`src/common/arb_pkg.sv`:
```
// Master count, outstanding-request limit and index types for the arbiter.
package arb_pkg;

  localparam int NUM_MASTERS = 3; // masters sharing the bank
  localparam int QUEUE_DEPTH = 4; // max requests in flight

  localparam int IDX_W  = $clog2(NUM_MASTERS);
  localparam int QCNT_W = $clog2(QUEUE_DEPTH + 1); // fill count 0..QUEUE_DEPTH

  typedef logic [IDX_W-1:0] master_idx_t; // which master owns a request

endpackage : arb_pkg

```
`src/common/mem_pkg.sv`:
```
// Memory word and address types shared by the bank, the arbiter and the top level.
// Import with mem_pkg::* wherever a word or an address is carried.
package mem_pkg;

  localparam int ADDR_W = 8;  // word address bits
  localparam int DATA_W = 32; // bits per word

  // one word per address
  localparam int MEM_WORDS = 2 ** ADDR_W;

  typedef logic [ADDR_W-1:0] addr_t; // word address
  typedef logic [DATA_W-1:0] data_t; // data word

endpackage : mem_pkg

```
`src/mem_arbiter/mem_arbiter.sv`:
```
// Fixed-priority arbiter in front of the memory bank, lowest master index wins.
// Grant indices go into an order queue that routes each bank response back.
`timescale 1ns/1ps

module mem_arbiter
  import mem_pkg::*;
  import arb_pkg::*;
(
  input  logic                   clk,
  input  logic                   arst_n,

  // master request side
  input  logic [NUM_MASTERS-1:0] m_req_valid,
  input  addr_t                  m_req_addr  [NUM_MASTERS],
  input  logic                   m_req_we    [NUM_MASTERS],
  input  data_t                  m_req_wdata [NUM_MASTERS],
  output logic [NUM_MASTERS-1:0] m_req_ready,

  // master response side
  output logic [NUM_MASTERS-1:0] m_resp_valid,
  output data_t                  m_resp_data,  // shared by all masters
  input  logic [NUM_MASTERS-1:0] m_resp_ready,

  // bank request side
  output logic                   bank_req_valid,
  output addr_t                  bank_req_addr,
  output logic                   bank_req_we,
  output data_t                  bank_req_wdata,
  input  logic                   bank_req_ready,

  // bank response side
  input  logic                   bank_resp_valid,
  input  data_t                  bank_resp_data,
  output logic                   bank_resp_ready
);

  master_idx_t sel;        // granted master
  logic        has_req;    // some master is waiting
  logic        req_fire;   // bank takes a request this cycle

  logic        enq_valid;
  master_idx_t enq_idx;
  logic        enq_ready;
  logic        deq_valid;
  master_idx_t deq_idx;
  logic        deq_ready;

  logic [NUM_MASTERS-1:0] route_hit; // one-hot owner of the head response

  order_queue i_order_queue (
    .clk       (clk),
    .arst_n    (arst_n),
    .enq_valid (enq_valid),
    .enq_idx   (enq_idx),
    .enq_ready (enq_ready),
    .deq_valid (deq_valid),
    .deq_idx   (deq_idx),
    .deq_ready (deq_ready)
  );

  // scan from the top so the lowest valid index is left in sel
  always_comb begin
    sel     = '0;
    has_req = 1'b0;
    for (int i = NUM_MASTERS - 1; i >= 0; i--) begin
      if (m_req_valid[i]) begin
        sel     = master_idx_t'(i);
        has_req = 1'b1;
      end
    end
  end

  assign bank_req_valid = has_req && enq_ready; // wait while queue is full
  assign bank_req_addr  = m_req_addr[sel];
  assign bank_req_we    = m_req_we[sel];
  assign bank_req_wdata = m_req_wdata[sel];

  assign req_fire  = bank_req_valid && bank_req_ready;
  assign enq_valid = req_fire;                   // record winner on same edge
  assign enq_idx   = sel;

  for (genvar i = 0; i < NUM_MASTERS; i++) begin : g_master
    assign m_req_ready[i]  = req_fire && (sel == master_idx_t'(i));
    assign route_hit[i]    = deq_valid && (deq_idx == master_idx_t'(i));
    assign m_resp_valid[i] = bank_resp_valid && route_hit[i];
  end

  assign m_resp_data     = bank_resp_data;
  assign bank_resp_ready = |(route_hit & m_resp_ready); // owner's ready only
  assign deq_ready       = bank_resp_valid && bank_resp_ready; // pop on transfer

endmodule : mem_arbiter

```
`src/mem_arbiter/order_queue.sv`:
```
// Fall-through FIFO of master indices, one entry per outstanding bank request.
// The head entry is visible on deq_idx as soon as the queue is non-empty.
`timescale 1ns/1ps

module order_queue
  import arb_pkg::*;
(
  input  logic        clk,
  input  logic        arst_n,

  input  logic        enq_valid,
  input  master_idx_t enq_idx,
  output logic        enq_ready,

  output logic        deq_valid,
  output master_idx_t deq_idx,
  input  logic        deq_ready
);

  typedef logic [$clog2(QUEUE_DEPTH)-1:0] ptr_t;

  master_idx_t       entries [QUEUE_DEPTH];
  ptr_t              wr_ptr;
  ptr_t              rd_ptr;
  logic [QCNT_W-1:0] count;   // entries in use
  logic              enq_fire;
  logic              deq_fire;

  assign enq_ready = (count != QCNT_W'(QUEUE_DEPTH));
  assign deq_valid = (count != '0);
  assign deq_idx   = entries[rd_ptr]; // head shows through

  assign enq_fire = enq_valid && enq_ready;
  assign deq_fire = deq_valid && deq_ready;

  always_ff @(posedge clk or negedge arst_n) begin
    if (!arst_n) begin
      wr_ptr <= '0;
      rd_ptr <= '0;
      count  <= '0;
    end else begin
      if (enq_fire) begin
        wr_ptr <= (wr_ptr == ptr_t'(QUEUE_DEPTH - 1)) ? '0 : wr_ptr + 1'b1;
      end
      if (deq_fire) begin
        rd_ptr <= (rd_ptr == ptr_t'(QUEUE_DEPTH - 1)) ? '0 : rd_ptr + 1'b1;
      end
      case ({enq_fire, deq_fire})
        2'b10:   count <= count + 1'b1;
        2'b01:   count <= count - 1'b1;
        default: count <= count;           // both or neither
      endcase
    end
  end

  // storage only, validity comes from count
  always_ff @(posedge clk) begin
    if (enq_fire) begin
      entries[wr_ptr] <= enq_idx;
    end
  end

endmodule : order_queue

```
`config.mk`:
```
export PLATFORM = sky130hd
export DESIGN_NAME = mem_arbiter
export DESIGN_NICKNAME = d
export VERILOG_FILES = /design/src/common/arb_pkg.sv /design/src/common/mem_pkg.sv /design/src/mem_arbiter/mem_arbiter.sv /design/src/mem_arbiter/order_queue.sv
export SDC_FILE = /design/constraint.sdc
export NUM_CORES = 1
export LEC_CHECK = 0
export ABC_AREA = 1
export BUFFER_PORTS_ARGS = -buffer_cell sky130_fd_sc_hd__buf_4
export CAP_MARGIN = 0
export CORE_AREA = 2 2 95 97
export CTS_CLUSTER_DIAMETER = 50
export DETAILED_ROUTE_END_ITERATION = 16
export DIE_AREA = 0 0 97 99
export SKIP_LAST_GASP = 1
export SYNTH_ARGS = -nofsm -noshare
export SYNTH_HDL_FRONTEND = slang
export SYNTH_SLANG_ARGS = --single-unit
```
`constraint.sdc`:
```
create_clock -name clk -period 4.85 [get_ports clk]
set_input_delay 1.2125 -clock clk [delete_from_list [all_inputs] [get_ports clk]]
set_output_delay 1.2125 -clock clk [all_outputs]
set_load 0.02 [all_outputs]
```
Word level (Yosys, flattened, before mapping)
Memory sizes are Yosys's and may differ from the RTL's.
Index checks and enable logic that the tools add are counted.
{"block": "classes", "magnitude_cmp": 1, "n_reduce_logical": 19, "mul": 0, "n_shift": 0, "n_mux": 20, "add_sub_neg": 4, "div": 0, "bitwise_logic": 2, "n_eq_ne": 9}
{"op": "32-bit binary-select mux with 2-bit select", "n": 1}
{"op": "32-bit 2-to-1 mux", "n": 2}
{"op": "8-bit binary-select mux with 2-bit select", "n": 1}
{"op": "8-bit 2-to-1 mux", "n": 2}
{"op": "1-bit logical AND", "n": 14}
{"op": "2-bit == test (second input constant)", "n": 5}
{"op": "2-bit 2-to-1 mux", "n": 5}
{"op": "1-bit 2-to-1 mux", "n": 7}
{"op": "2-bit by 1-bit == test with 1-bit output (second input constant)", "n": 3}
{"op": "3-bit case mux with 2 select lines", "n": 1}
{"op": "2-bit by 1-bit adder with 2-bit output (second input constant)", "n": 2}
{"op": "2-bit zero test", "n": 2}
{"op": "3-bit by 1-bit adder with 3-bit output (second input constant)", "n": 1}
{"op": "3-bit bitwise AND", "n": 1}
{"op": "3-bit >= comparator (second input constant)", "n": 1}
{"op": "3-bit != test (second input constant)", "n": 1}
{"op": "2-bit inverter with 3-bit output", "n": 1}
{"op": "3-bit nonzero test", "n": 1}
{"op": "3-bit OR reduction", "n": 1}
{"op": "3-bit by 1-bit subtractor with 3-bit output (second input constant)", "n": 1}
{"op": "1-bit binary-select mux with 2-bit select", "n": 1}
{"op": "2-bit nonzero test", "n": 1}
{"block": "word_totals", "romBits": 0, "latchBits": 0, "regBits": 7, "inputBits": 165, "ramBits": 8, "out_inout_bits": 81, "word_cells": 59, "n_memories": 1}
{"memory": "i_order_queue.entries", "words": 4, "width": 2, "read_ports": 1, "rd_clocked_by_memory_dff": 0, "write_ports": 1, "line_no": "order_queue.sv:22", "text": "master_idx_t entries [QUEUE_DEPTH];"}

Logic depth before layout (Yosys ltp)
An unclocked memory read counts as a cell.
{"block": "logic_depth", "word_depth": 9, "mapped_depth": 17, "ltp_nobuf": 16}

Hierarchy
From an unflattened synthesis, not the netlist that was laid out.
{"block": "unflattened", "cells_unflattened": 368, "hier_area_um2": 2214.6}
{"mod": "mem_arbiter", "seq_area_each_um2": 0.0, "area_each_um2": 1415.1, "n_inst": 1, "cells_per_inst": 286}
{"mod": "order_queue", "seq_area_each_um2": 415.4, "area_each_um2": 799.5, "n_inst": 1, "cells_per_inst": 82}

Worst setup path after synthesis
OpenSTA, ideal clock, no wires.
{"block": "synth_timing", "kind": "input-to-output", "startpoint": "in m_req_valid[1]", "endpoint": "out bank_req_wdata[22]", "required_time_ns": 3.638, "n_path_buf": 1, "cell_stages": 6, "setup_slack_ns": 1.520, "t_arrival_ns": 2.117, "path_cell_list": "inv_1 -> nor2_4 -> inv_2 -> clkbuf_1 -> nand2_1 -> a31oi_1"}
{"block": "synth_between", "elab_chain_len": 6}
{"item": "from (decl)", "line_no": "mem_arbiter.sv:13", "text": "input logic [NUM_MASTERS-1:0] m_req_valid,"}
{"item": "2-bit 2-to-1 mux (2 in a row)", "line_no": "mem_arbiter.sv:66", "text": "if (m_req_valid[i]) begin"}
{"item": "2-bit inverter with 3-bit output (not written as such)", "line_no": "mem_arbiter.sv:76", "text": "assign bank_req_wdata = m_req_wdata[sel];"}
{"item": "32-bit binary-select mux with 2-bit select", "line_no": "mem_arbiter.sv:76"}
{"item": "32-bit 2-to-1 mux (not written as such) (2 in a row)", "line_no": "mem_arbiter.sv:76"}
{"item": "to (decl)", "line_no": "mem_arbiter.sv:28", "text": "output data_t bank_req_wdata,"}
Every way passes these cells. The select of a mux whose other input is x is not followed.

Worst setup path after layout
{"block": "layout_timing", "startpoint": "in m_req_valid[1]", "endpoint": "out bank_req_wdata[8]"}
Same word-level chain as after synthesis.

==> metrics <==
GRT Residual Overflow 0; clock-pin slew on the worst setup and hold paths 60 ps; first-pass GRT wire length 11000 um; core box area 8550 sq um; vias in the first global route 2446; Worst-Margin Slew 735 ps; startpoint types input port; Post-Synth Adder-Cell Area 4.82%; mapped cell area 1970 sq um; All-Layer GR Usage 13.5%; final WL 6820 um; die width 97 um; clk_lat worst skew 240 ps; routed vias/inst 4.36; worst min path class flop to flop; CTS tree yes; Final Hold Fails 0; Final ANT Viol Nets 0; Mapped Cells 322; DRT Pass-1 Iters 4; register area 415 sq um; post-synthesis net count 494; CP required 3640 ps; port bufs 181; CTS root buf clkbuf_8; Die Ht 99 um; Final GP Congestion 0.843; unique cell type count in the Yosys netlist 26; CTS buffer count 3; Crit Path Category input port to output port; post-CTS setup repair buffer count 0; sequential area share after synthesis 21.1%; PostCTS Resize Cnt 0; largest net degree at the start of global routing 53; Pwr Total 0.000897 W; period utilisation layout 76.0%; P_leak 1.71 nW; clock tree sinks 15; Clock Skews 0.815 ps; Arr. time, crit path 2470 ps; outcome finished clean; most used cell, CP buf_4; Synthesis Warnings 0; die footprint 9600 sq um; post-synthesis mux area share 0%; Max Cap Viol 0; Top Ports 246; fin. max-slew vios 0; Layout Nets 634; worst-path cell chain buf_4 > inv_1 > nor2_4 > inv_2 > nand2_1 > a31oi_1 > buf_4; post-detail-place hpwl 5670 um; post-route setup slack 1160 ps; Avg Cell Area, Syn 6.13 sq um; Slew HR 51.0%; largest family of logic cells by synthesized area simple AND/OR/NAND/NOR gates; antenna cells 0; CP Capture Type output port; layout cells sized above 1 44.5%; routed vias 2481; # hold bufs at CTS 0; WL/cell 12.0 um; Fmax 271 MHz; Layout area overhead 62.9%; row count 34; initial antenna violation count 0; Worst VDD drop 0.000131 V; initial drt markers 74; htree depth 1; pre-CTS setup slack 1130 ps; filler cell count 904; Max Root-Sink Buffers 2; setup violators final 0; Initial Util 23.1%; Synth Area in Compound Gates 14.6%; Power Density 279 nW/um^2; CP peak stage delay 530 ps; min cycle time layout 3690 ps; multi-input logic area 1140 sq um; Crit Path Max Fanout 42; slowest library cell on the worst path inv_2; Setup TNS Final 0 ps; post-synthesis xor/xnor area fraction 0.888%; RSZ-0062 raised after global routing no; Hold WS 500 ps; drt drc 0; Simple-Gate Fraction of Synth Area 37.4%; #FFs+latches synth 15
-- synth_stat cells --
| cell | n | area (sq um) |
|---|---|---|
| buf_2 | 12 | 60.1 |
| xor2_1 | 1 | 8.76 |
| nor2_1 | 52 | 195 |
| buf_4 | 32 | 240 |
| ha_1 | 6 | 75.1 |
| inv_1 | 17 | 63.8 |
| fa_1 | 1 | 20.0 |
| nor3_1 | 1 | 5.00 |
| o21ai_1 | 2 | 10.0 |
| buf_6 | 1 | 11.3 |
| nor2_4 | 2 | 22.5 |
| nand3_2 | 3 | 30.0 |
| nand2_2 | 6 | 37.5 |
| a31oi_1 | 41 | 257 |
| nand4_1 | 2 | 12.5 |
| inv_2 | 4 | 15.0 |
| a21oi_1 | 1 | 5.00 |
| nand2_1 | 104 | 390 |
| nand3_1 | 9 | 45.0 |
| clkbuf_1 | 5 | 18.8 |
| dfrtp_1 | 7 | 175 |
| xnor2_1 | 1 | 8.76 |
| o31ai_1 | 1 | 7.51 |
| inv_6 | 1 | 8.76 |
| o21ai_0 | 2 | 10.0 |
| edfxtp_1 | 8 | 240 |
-- area by class of cell --
cell class                      instances  area share [%]
Sequential cell                        15            12.9
Tap cell                              108            4.20
Clock buffer                            4            1.40
Timing Repair Buffer                  185            43.2
Inverter                               22            2.72
Multi-Input combinational cell        235            35.5
-- path summary, 6_finish.rpt --
path                                            to  slack, ps  depth (start not counted)                     from
min reg2reg                 i_order_queue.count[0]        500                          1   i_order_queue.count[0]
max reg2reg                 i_order_queue.count[2]       2440                         14  i_order_queue.rd_ptr[0]
max                              bank_req_wdata[8]       1160                          7           m_req_valid[1]
max in group asynchronous  i_order_queue.wr_ptr[1]       3960                          1                   arst_n
min in group asynchronous  i_order_queue.rd_ptr[0]        770                          1                   arst_n
min                         i_order_queue.count[0]        500                          1   i_order_queue.count[0]
-- state kept, by name, indices dropped and copies added (netlist names) --
name / flops
i_order_queue.entries: 8
i_order_queue.count: 3
i_order_queue.rd_ptr: 2
i_order_queue.wr_ptr: 2
-- kinds of logic (layout without fill, tap and decap cells) --
group | Yosys count | after routing
and+or+nand+nor | 179 | 179
buffers and inverters | 72 | 211
AOI/OAI and AO/OA | 47 | 47
DFF | 15 | 15
adders and majority gates | 7 | 7
xor gates and xnor gates | 2 | 2
-- report_power, final --
group          switching [W]  internal (W)  total [W]
clock              0.0000413     0.0000581  0.0000994
sequential         0.0000376      0.000178   0.000215
combinational       0.000323      0.000260   0.000582
-- cells in the final DEF, fill, tap and decap left out, types with 4 or more instances in the layout --
cell | synthesis | layout
buf_4 | 32 | 185
nand2_1 | 104 | 103
nor2_1 | 52 | 52
a31oi_1 | 41 | 41
inv_1 | 17 | 17
nand3_1 | 9 | 9
edfxtp_1 | 8 | 8
nand2_2 | 6 | 7
dfrtp_1 | 7 | 7
ha_1 | 6 | 6
inv_2 | 4 | 4
-- metal layers --
metal | routed length, um | share of wire, % | track usage [%] | vias to the layer above
met5 | 0 | 0 | 0 | -
met4 | 27 | 0.40 | 2.71 | 0
li1 | - | - | - | 1293
met3 | 622 | 9.1 | 4.40 | 4
met2 | 3420 | 50 | 24.4 | 120
met1 | 2750 | 40 | 15.6 | 1064
-- metrics by stage --
stage               util (%)  instances  instance area, sq um
floorplan                  -        322                  1970
finish                  37.6        569                  3210
detailed placement      37.1        565                  3170
global placement        37.1        565                  3170
global route            37.6        569                  3210
CTS                     37.6        569                  3210
-- worst max-delay path, delay by kind of cell --
| kind | cells | cell delay [ps] |
|---|---|---|
| AND/OR/NAND/NOR | 2 | 160 |
| buffers and inverters | 4 | 900 |
| AO/OA/AOI/OAI | 1 | 190 |
(Power assumes the default switching activity.)
